## src/cpu_pkg.sv

```systemverilog
`default_nettype none

package cpu_pkg;

  // --------------------------------------------------
  // Widths and bus types
  // --------------------------------------------------
  localparam int BYTE_W = 8;
  localparam int ADDR_W = 16;

  typedef logic [BYTE_W-1:0] byte_t;
  typedef logic [ADDR_W-1:0] addr_t;

  // Reset vector location in memory
  localparam addr_t RESET_VEC_LO = 16'hFFFC;
  localparam addr_t RESET_VEC_HI = 16'hFFFD;

  // --------------------------------------------------
  // Opcodes of the supported subset
  // --------------------------------------------------
  localparam byte_t LDA_IMM = 8'hA9;
  localparam byte_t LDX_IMM = 8'hA2;
  localparam byte_t LDY_IMM = 8'hA0;
  localparam byte_t LDA_ABS = 8'hAD;
  localparam byte_t LDX_ABS = 8'hAE;
  localparam byte_t LDY_ABS = 8'hAC;
  localparam byte_t STA_ABS = 8'h8D;
  localparam byte_t STX_ABS = 8'h8E;
  localparam byte_t STY_ABS = 8'h8C;
  localparam byte_t ADC_ABS = 8'h6D;
  localparam byte_t AND_ABS = 8'h2D;
  localparam byte_t ORA_ABS = 8'h0D;
  localparam byte_t EOR_ABS = 8'h4D;
  localparam byte_t ASL_ACC = 8'h0A;
  localparam byte_t LSR_ACC = 8'h4A;
  localparam byte_t JMP_ABS = 8'h4C;
  localparam byte_t NOP_IMP = 8'hEA;
  localparam byte_t CLC_IMP = 8'h18;
  localparam byte_t SEC_IMP = 8'h38;

  // Addressing class, picks the path through the FSM
  typedef enum logic [2:0] {
    MODE_IMP,
    MODE_IMM,
    MODE_ABS,
    MODE_JMP,
    MODE_BAD
  } addr_mode_t;

  typedef enum logic [3:0] {
    OP_NOP,
    OP_LDA,
    OP_LDX,
    OP_LDY,
    OP_STA,
    OP_STX,
    OP_STY,
    OP_ADC,
    OP_AND,
    OP_ORA,
    OP_EOR,
    OP_ASL,
    OP_LSR,
    OP_CLC,
    OP_SEC,
    OP_JMP
  } op_t;

  typedef enum logic [2:0] {
    ST_RESET,
    ST_VECTOR_1,
    ST_VECTOR_2,
    ST_FETCH,
    ST_DECODE,
    ST_ABS_1,
    ST_ABS_2,
    ST_HALT
  } cpu_state_t;

endpackage

`default_nettype wire

```

## src/cpu_ifs.sv

```systemverilog
`default_nettype none

// --------------------------------------------------
// Decoded instruction, from the latch to the core
// --------------------------------------------------
interface instr_if import cpu_pkg::*; ();

  byte_t      ir;
  addr_mode_t mode;
  op_t        op;
  byte_t      operand_lo;

  modport src (
    output ir,
    output mode,
    output op,
    output operand_lo
  );

  modport dst (
    input ir,
    input mode,
    input op,
    input operand_lo
  );

endinterface

// --------------------------------------------------
// Sequencer state and bus requests
// --------------------------------------------------
interface seq_if import cpu_pkg::*; ();

  cpu_state_t state;
  addr_t      next_pc;
  logic       wr_req;
  logic       commit;

  modport ctl (
    output state,
    output next_pc,
    output wr_req,
    output commit
  );

  modport obs (
    input state,
    input next_pc,
    input wr_req,
    input commit
  );

endinterface

`default_nettype wire

```

## src/bus_master.sv

```systemverilog
`default_nettype none

module bus_master import cpu_pkg::*; (
  input  wire        clk,
  input  wire        resetn,
  input  wire byte_t rd_data,
  input  wire byte_t store_data,
  instr_if.dst       instr,
  seq_if.obs         seq,
  output addr_t      address,
  output byte_t      wr_data,
  output logic       wr_enable
);

  addr_t addr_nxt;

  // --------------------------------------------------
  // Address for the following bus cycle
  // --------------------------------------------------
  always_comb begin
    case (seq.state)
      ST_RESET: addr_nxt = RESET_VEC_HI;
      // High operand byte is on rd_data, so the data address is complete
      ST_ABS_1: begin
        if (instr.mode == MODE_ABS) begin
          addr_nxt = {rd_data, instr.operand_lo};
        end else begin
          addr_nxt = seq.next_pc;
        end
      end
      ST_HALT:  addr_nxt = address;
      default:  addr_nxt = seq.next_pc;
    endcase
  end

  always_ff @(posedge clk) begin
    if (!resetn) begin
      address   <= RESET_VEC_LO;
      wr_enable <= 1'b0;
    end else begin
      address   <= addr_nxt;
      wr_enable <= seq.wr_req;
    end
  end

  // Store data, held until the next store
  always_ff @(posedge clk) begin
    if (seq.wr_req) begin
      wr_data <= store_data;
    end
  end

endmodule

`default_nettype wire

```

## src/cpu_top.sv

```systemverilog
`default_nettype none

module cpu_top import cpu_pkg::*; (
  input  wire        clk,
  input  wire        resetn,
  input  wire byte_t rd_data,
  output addr_t      address,
  output byte_t      wr_data,
  output logic       wr_enable
);

  byte_t store_data;

  instr_if instr ();
  seq_if   seq ();

  instr_latch u_instr_latch (
    .clk     (clk),
    .resetn  (resetn),
    .rd_data (rd_data),
    .seq     (seq),
    .instr   (instr)
  );

  cycle_sequencer u_cycle_sequencer (
    .clk     (clk),
    .resetn  (resetn),
    .rd_data (rd_data),
    .instr   (instr),
    .seq     (seq)
  );

  exec_unit u_exec_unit (
    .clk        (clk),
    .resetn     (resetn),
    .rd_data    (rd_data),
    .instr      (instr),
    .seq        (seq),
    .store_data (store_data)
  );

  bus_master u_bus_master (
    .clk        (clk),
    .resetn     (resetn),
    .rd_data    (rd_data),
    .store_data (store_data),
    .instr      (instr),
    .seq        (seq),
    .address    (address),
    .wr_data    (wr_data),
    .wr_enable  (wr_enable)
  );

endmodule

`default_nettype wire

```

## src/cycle_sequencer.sv

```systemverilog
`default_nettype none

module cycle_sequencer import cpu_pkg::*; (
  input  wire        clk,
  input  wire        resetn,
  input  wire byte_t rd_data,
  instr_if.dst       instr,
  seq_if.ctl         seq
);

  cpu_state_t state;
  cpu_state_t state_nxt;
  addr_t      pc;
  addr_t      next_pc;
  logic       pc_load;
  logic       writes_reg;
  logic       is_store;

  // --------------------------------------------------
  // State register and next state
  // --------------------------------------------------
  always_ff @(posedge clk) begin
    if (!resetn) begin
      state <= ST_RESET;
    end else begin
      state <= state_nxt;
    end
  end

  always_comb begin
    case (state)
      ST_RESET:    state_nxt = ST_VECTOR_1;
      ST_VECTOR_1: state_nxt = ST_VECTOR_2;
      ST_VECTOR_2: state_nxt = ST_FETCH;
      ST_FETCH:    state_nxt = ST_DECODE;
      ST_DECODE: begin
        case (instr.mode)
          MODE_IMP, MODE_IMM: state_nxt = ST_FETCH;
          MODE_ABS, MODE_JMP: state_nxt = ST_ABS_1;
          default:            state_nxt = ST_HALT;
        endcase
      end
      // JMP is done once the high operand byte is known
      ST_ABS_1:    state_nxt = (instr.mode == MODE_JMP) ? ST_FETCH : ST_ABS_2;
      ST_ABS_2:    state_nxt = ST_FETCH;
      default:     state_nxt = ST_HALT;
    endcase
  end

  // --------------------------------------------------
  // Program counter
  // --------------------------------------------------
  // pc holds the opcode address of the current instruction
  always_comb begin
    next_pc = pc;
    pc_load = 1'b0;
    case (state)
      ST_VECTOR_1: begin
        next_pc = {rd_data, pc[7:0]};
        pc_load = 1'b1;
      end
      ST_FETCH: next_pc = pc + 16'd1;
      ST_DECODE: begin
        case (instr.mode)
          MODE_IMP: begin
            next_pc = pc + 16'd1;
            pc_load = 1'b1;
          end
          MODE_IMM: begin
            next_pc = pc + 16'd2;
            pc_load = 1'b1;
          end
          MODE_ABS, MODE_JMP: next_pc = pc + 16'd2;
          default: next_pc = pc;
        endcase
      end
      ST_ABS_1: begin
        if (instr.mode == MODE_JMP) begin
          next_pc = {rd_data, instr.operand_lo};
          pc_load = 1'b1;
        end
      end
      ST_ABS_2: begin
        next_pc = pc + 16'd3;
        pc_load = 1'b1;
      end
      default: next_pc = pc;
    endcase
  end

  always_ff @(posedge clk) begin
    if (!resetn) begin
      pc <= '0;
    end else if (state == ST_RESET) begin
      pc[7:0] <= rd_data;
    end else if (pc_load) begin
      pc <= next_pc;
    end
  end

  // --------------------------------------------------
  // Requests to the datapath and bus side
  // --------------------------------------------------
  always_comb begin
    case (instr.op)
      OP_NOP, OP_STA, OP_STX, OP_STY, OP_JMP: writes_reg = 1'b0;
      default:                                writes_reg = 1'b1;
    endcase
  end

  assign is_store = (instr.op == OP_STA) || (instr.op == OP_STX) || (instr.op == OP_STY);

  assign seq.state   = state;
  assign seq.next_pc = next_pc;
  assign seq.wr_req  = (state == ST_ABS_1) && is_store;
  // Short instructions finish in decode, absolute ones in ABS_2
  assign seq.commit  = writes_reg &&
                       (((state == ST_DECODE) &&
                         ((instr.mode == MODE_IMP) || (instr.mode == MODE_IMM))) ||
                        (state == ST_ABS_2));

endmodule

`default_nettype wire

```

## src/exec_unit.sv

```systemverilog
`default_nettype none

module exec_unit import cpu_pkg::*; (
  input  wire        clk,
  input  wire        resetn,
  input  wire byte_t rd_data,
  instr_if.dst       instr,
  seq_if.obs         seq,
  output byte_t      store_data
);

  byte_t           a;
  byte_t           x;
  byte_t           y;
  logic            c;
  byte_t           a_nxt;
  byte_t           x_nxt;
  byte_t           y_nxt;
  logic            c_nxt;
  logic [BYTE_W:0] sum;

  // --------------------------------------------------
  // ALU
  // --------------------------------------------------
  assign sum = {1'b0, a} + {1'b0, rd_data} + {{BYTE_W{1'b0}}, c};

  always_comb begin
    a_nxt = a;
    x_nxt = x;
    y_nxt = y;
    c_nxt = c;
    case (instr.op)
      OP_LDA: a_nxt = rd_data;
      OP_LDX: x_nxt = rd_data;
      OP_LDY: y_nxt = rd_data;
      OP_ADC: {c_nxt, a_nxt} = sum;
      OP_AND: a_nxt = a & rd_data;
      OP_ORA: a_nxt = a | rd_data;
      OP_EOR: a_nxt = a ^ rd_data;
      // Shifts push the lost bit into carry
      OP_ASL: {c_nxt, a_nxt} = {a, 1'b0};
      OP_LSR: {a_nxt, c_nxt} = {1'b0, a};
      OP_CLC: c_nxt = 1'b0;
      OP_SEC: c_nxt = 1'b1;
      default: c_nxt = c;
    endcase
  end

  // Register file, written in the last cycle of the instruction
  always_ff @(posedge clk) begin
    if (!resetn) begin
      a <= '0;
      x <= '0;
      y <= '0;
      c <= 1'b0;
    end else if (seq.commit) begin
      a <= a_nxt;
      x <= x_nxt;
      y <= y_nxt;
      c <= c_nxt;
    end
  end

  // Source register for the three stores
  always_comb begin
    case (instr.op)
      OP_STX:  store_data = x;
      OP_STY:  store_data = y;
      default: store_data = a;
    endcase
  end

endmodule

`default_nettype wire

```

## src/instr_latch.sv

```systemverilog
`default_nettype none

module instr_latch import cpu_pkg::*; (
  input  wire        clk,
  input  wire        resetn,
  input  wire byte_t rd_data,
  seq_if.obs         seq,
  instr_if.src       instr
);

  byte_t ir;
  byte_t operand_lo;

  // Opcode byte is on the bus during the fetch cycle
  always_ff @(posedge clk) begin
    if (!resetn) begin
      ir <= NOP_IMP;
    end else if (seq.state == ST_FETCH) begin
      ir <= rd_data;
    end
  end

  // First operand byte, only meaningful for absolute and JMP
  always_ff @(posedge clk) begin
    if (seq.state == ST_DECODE) begin
      operand_lo <= rd_data;
    end
  end

  // --------------------------------------------------
  // Opcode decode
  // --------------------------------------------------
  always_comb begin
    case (ir)
      NOP_IMP, CLC_IMP, SEC_IMP, ASL_ACC, LSR_ACC: instr.mode = MODE_IMP;
      LDA_IMM, LDX_IMM, LDY_IMM:                   instr.mode = MODE_IMM;
      LDA_ABS, LDX_ABS, LDY_ABS,
      STA_ABS, STX_ABS, STY_ABS,
      ADC_ABS, AND_ABS, ORA_ABS, EOR_ABS:          instr.mode = MODE_ABS;
      JMP_ABS:                                     instr.mode = MODE_JMP;
      default:                                     instr.mode = MODE_BAD;
    endcase
  end

  always_comb begin
    case (ir)
      LDA_IMM, LDA_ABS: instr.op = OP_LDA;
      LDX_IMM, LDX_ABS: instr.op = OP_LDX;
      LDY_IMM, LDY_ABS: instr.op = OP_LDY;
      STA_ABS:          instr.op = OP_STA;
      STX_ABS:          instr.op = OP_STX;
      STY_ABS:          instr.op = OP_STY;
      ADC_ABS:          instr.op = OP_ADC;
      AND_ABS:          instr.op = OP_AND;
      ORA_ABS:          instr.op = OP_ORA;
      EOR_ABS:          instr.op = OP_EOR;
      ASL_ACC:          instr.op = OP_ASL;
      LSR_ACC:          instr.op = OP_LSR;
      CLC_IMP:          instr.op = OP_CLC;
      SEC_IMP:          instr.op = OP_SEC;
      JMP_ABS:          instr.op = OP_JMP;
      // NOP and anything undecoded do nothing here
      default:          instr.op = OP_NOP;
    endcase
  end

  assign instr.ir         = ir;
  assign instr.operand_lo = operand_lo;

endmodule

`default_nettype wire

```

## config.mk

```make
export PLATFORM = sky130hd
export DESIGN_NAME = cpu_top
export DESIGN_NICKNAME = d
export VERILOG_FILES = /design/src/cpu_pkg.sv /design/src/cpu_ifs.sv /design/src/bus_master.sv /design/src/cpu_top.sv /design/src/cycle_sequencer.sv /design/src/exec_unit.sv /design/src/instr_latch.sv
export SDC_FILE = /design/constraint.sdc
export NUM_CORES = 1
export LEC_CHECK = 0
export BUFFER_PORTS_ARGS = -buffer_cell sky130_fd_sc_hd__buf_2
export CAP_MARGIN = 15
export CORE_MARGIN = 1
export CORE_UTILIZATION = 46
export CTS_BUF_LIST = sky130_fd_sc_hd__clkbuf_4
export CTS_CLUSTER_DIAMETER = 50
export DETAILED_ROUTE_END_ITERATION = 10
export PLACE_DENSITY_LB_ADDON = 0.25
export SLEW_MARGIN = 20
export SYNTH_ARGS = -nofsm -noshare
export SYNTH_HDL_FRONTEND = slang
export SYNTH_SLANG_ARGS = --single-unit
```

## constraint.sdc

```tcl
create_clock -name clk -period 3.54 [get_ports clk]
set_input_delay 0 -clock clk [delete_from_list [all_inputs] [get_ports clk]]
set_output_delay 0 -clock clk [all_outputs]
set_load 0.01 [all_outputs]
```

==> flow_summary.yaml <==
grt:
  grt_pass1_vias: 6236
  grt_start_max_net_pins: 36
  grt_antenna_before_repair: 0
  global_route_wire_length_before_repair_mm: 36.77
  grt_overflow_total: 0
  gr-usage-all-layers_pct: 33.58
sta:
  timing.final.max_slew_violations: 0
  max_freq_mhz: 307.2
  timing.setup.tns_ns: 0
  period_share_pct: 91.96
  post_route_minimum_period_ns: 3.255
  clock_skew_ns: 0.02746
  relSlewSlack_pct: 43.86
  final.setup.worst_slack_ns: 0.2848
  report.final.hold_viol_count: 0
  finalSetupViolations: 0
  hold_slack_ns: 0.4191
  worst-slew-pin-transition_ns: 0.8209
  grt_setup_unrepaired: "false"
floorplan:
  die_height_um: 120.8
  die-area_mm2: 0.01458
  initial_utilization_pct: 46.92
  io_pins: 35
  floorplan_core_area_mm2: 0.01383
  std_cell_rows: 43
  die-width_um: 120.8
critical_path:
  setup.worst_path.end: "u_bus_master.address[7]"
  worst_r2r_path_depth: 7
  critical_path.max_stage_delay_ns: 0.73
  worstPathRequired_ns: 3.92
  critical_path.startpoint: "u_instr_latch.instr.ir[6]"
  worst_ep_arrival_time_ns: 3.64
  crit_fanout: 17
  origin_of_the_critical_flop_to_flop_path: "u_instr_latch.instr.ir[6]"
  crit_path_start_kind: "flop"
  critical-path-slowest-cell: "sky130_fd_sc_hd__dfxtp_1"
  endpoint_kind: "flop"
  ff2ff_setup_slack_ns: 0.28
  worstPathCellList: "or4b_4 > nor3_4 > nor3_1 > o211ai_1 > o221ai_1 > a2111oi_0 > o2bb2ai_1"
  type_of_the_setup_path_with_the_least_slack: "flop to flop"
  r2r_endpoint: "u_bus_master.address[7]"
detailed_routing:
  ant_nets: 0
  detail_route.wirelength.met1_mm: 10.42
  post_drt_wl_per_cell_um: 23.08
  met2_layer_wire_length_in_the_routed_design_mm: 11.04
  highest_layer: "met4"
  drt_initial_violations: 814
  route.met3.wl_mm: 2.042
  num_vias: 6905
  drcViolationCount: 0
  number_of_iterations_in_the_first_detailed_routing_pass: 6
  routed_wirelength_mm: 24.14
  via_per_inst: 6.601
place:
  place_ws_ns: 0.4574
  detailed_place_hpwl_mm: 17.98
  portBuffers: 34
  dpl_cell_area_mm2: 0.006835
  place_congestion: 0.9896
clock_network:
  tritoncts_num_sinks: 85
  worst_setup_hold_path_clk_slew_ns: 0.17
  clk_root_buffer_cell: "sky130_fd_sc_hd__clkbuf_4"
  tritoncts_buffer_count: 9
  clock_tree_from_tritoncts: "done"
  cts.path.max_buffers: 2
  cts_htree_levels: 3
  clk_latency_ns: 0.49
power:
  ratio_of_total_power_to_cell_area_mw_per_mm2: 321.1
  power.leakage_nw: 2.584
  max-vdd-ir-drop_v: 0.0002282
synthesis:
  synth.area.top_cells: "sky130_fd_sc_hd__dfxtp_1 21%, sky130_fd_sc_hd__edfxtp_1 7.4%, sky130_fd_sc_hd__nand2_1 5.6%"
  synth_top_flop_cell: "sky130_fd_sc_hd__dfxtp_1"
  yosysUniqueCellTypes: 90
  postSynthAreaPerCell_um2: 7.723
  yosys_warnings: 0
  synth.net_count: 872
  asyncSetResetFlopFracSynth_pct: 0
  seq_area_frac_synth_pct: 28.70
  edff_count_synth: 16
  synth.ff_latch_count: 85
  netlist.top_cell.by_area: "sky130_fd_sc_hd__dfxtp_1"
  syn-instance-count: 840
  syn_area_mm2: 0.006487
  synth_largest_type_area_fraction_pct: 21.29
flow_run:
  timing.max_cap.violations: 0
run_status:
  status: "finished clean"
layout:
  finalNetCount: 893
  fin_util_pct: 51.16
  drive_gt1_share_pct: 13.16
  layout_common_cells: "96 x sky130_fd_sc_hd__nand2_1, 70 x sky130_fd_sc_hd__nor2_1, 69 x sky130_fd_sc_hd__dfxtp_1"
  layout-area-overhead-vs-synth_pct: 9.045
  antenna_cells: 0
  layout.cells.most_common: "sky130_fd_sc_hd__nand2_1"
  layout.cell_area.non_filler_mm2: 0.007074
min_path:
  hold_path.class: "input port to flop"
[routing by layer]
layer  up-vias  global-route usage [%]
met2       368                   52.77
met3        39                   6.415
met5         -                       0
li1       3193                       -
met4         0                   12.27
met1      3305                   45.52
[worst max-delay path: cells and delay by family, from the launching register on]
kind               cells  cell delay (ns)
DFF                    1             0.73
and+or+nand+nor        3             1.26
AOI/OAI and AO/OA      4             1.19
[cells in the mapped netlist, types with 9 or more instances]
master / number
sky130_fd_sc_hd__buf_2: 22
sky130_fd_sc_hd__a21oi_1: 58
sky130_fd_sc_hd__o21ai_0: 38
sky130_fd_sc_hd__o31ai_1: 15
sky130_fd_sc_hd__a22oi_1: 18
sky130_fd_sc_hd__nand2_1: 96
sky130_fd_sc_hd__xor2_1: 9
sky130_fd_sc_hd__ha_1: 20
sky130_fd_sc_hd__edfxtp_1: 16
sky130_fd_sc_hd__o211ai_1: 17
sky130_fd_sc_hd__nor3_1: 27
sky130_fd_sc_hd__dfxtp_1: 69
sky130_fd_sc_hd__buf_1: 10
sky130_fd_sc_hd__or3_1: 12
sky130_fd_sc_hd__a31oi_1: 14
sky130_fd_sc_hd__nand3_1: 27
sky130_fd_sc_hd__xnor2_1: 14
sky130_fd_sc_hd__clkbuf_1: 30
sky130_fd_sc_hd__a211oi_1: 23
sky130_fd_sc_hd__inv_1: 31
sky130_fd_sc_hd__nor2_1: 70
[where the power goes]
group	internal, W	switching (W)	leakage [nW]
Clock	0.000169	0.000430	0.0796
Combinational	0.000198	0.000326	1.80
Sequential	0.00104	0.000110	0.706
Total	0.00141	0.000866	2.58
[final cells by class]
| cell class | instances | area, um^2 |
|---|---|---|
| well taps | 180 | 225.2 |
| repair buffers | 76 | 508.0 |
| clock inverters | 7 | 81.33 |
| clock buffers | 9 | 67.56 |
| inverters | 31 | 116.4 |
| fillers | 1351 | 6753 |
| flip-flops and latches | 85 | 1862 |
| multi-input cells | 658 | 4214 |
[kinds of logic (layout without fill, tap and decap cells)]
| family | Yosys count | in the layout | share of synthesized area [%] |
|---|---|---|---|
| buf+inv | 97 | 123 | 6.442 |
| compound gates | 276 | 276 | 29.62 |
| fa+ha+maj | 22 | 22 | 4.474 |
| simple gates | 333 | 333 | 27.02 |
| xor+xnor | 23 | 23 | 3.105 |
| flops | 85 | 85 | 28.70 |
| mux | 4 | 4 | 0.6365 |
[through the flow]
step | cells | power, W
after floorplan | 840 | 0.001489
after global placement | 1021 | 0.001660
after detailed placement | 1021 | 0.001667
after CTS | 1046 | 0.002262
after global routing | 1046 | 0.002370
final | 1046 | 0.002271
[worst min path at each step]
stage,slack [ns],depth (start not counted),endpoint,from
after CTS,0.39,2,u_instr_latch.instr.operand_lo[3],rd_data[3]
after floorplan,0.1,0,u_instr_latch.instr.operand_lo[0],rd_data[0]
final,0.42,2,u_instr_latch.instr.operand_lo[3],rd_data[3]
after global routing,0.39,2,u_instr_latch.instr.operand_lo[1],rd_data[1]
after global placement,0.37,1,u_instr_latch.instr.operand_lo[3],rd_data[3]
after detailed placement,0.37,1,u_instr_latch.instr.operand_lo[3],rd_data[3]
[flip-flops by register name, summed over array words and instances (netlist names)]
signal                          cells
u_instr_latch.instr.operand_lo      8
u_cycle_sequencer.seq.state         3
u_exec_unit.c                       1
u_exec_unit.x                       8
u_bus_master.wr_enable              1
u_cycle_sequencer.pc               16
u_exec_unit.a                       8
u_exec_unit.y                       8
u_bus_master.address               16
u_instr_latch.instr.ir              8
u_bus_master.wr_data                8
[repair_timing]
| action | in CTS | in global routing |
|---|---|---|
| hold buffers | 9 | 0 |
| hold endpoints to repair | 36 | 0 |
| gates resized for setup | 0 | 0 |
| buffers inserted | 0 | 0 |
(Power assumes the default switching activity.)
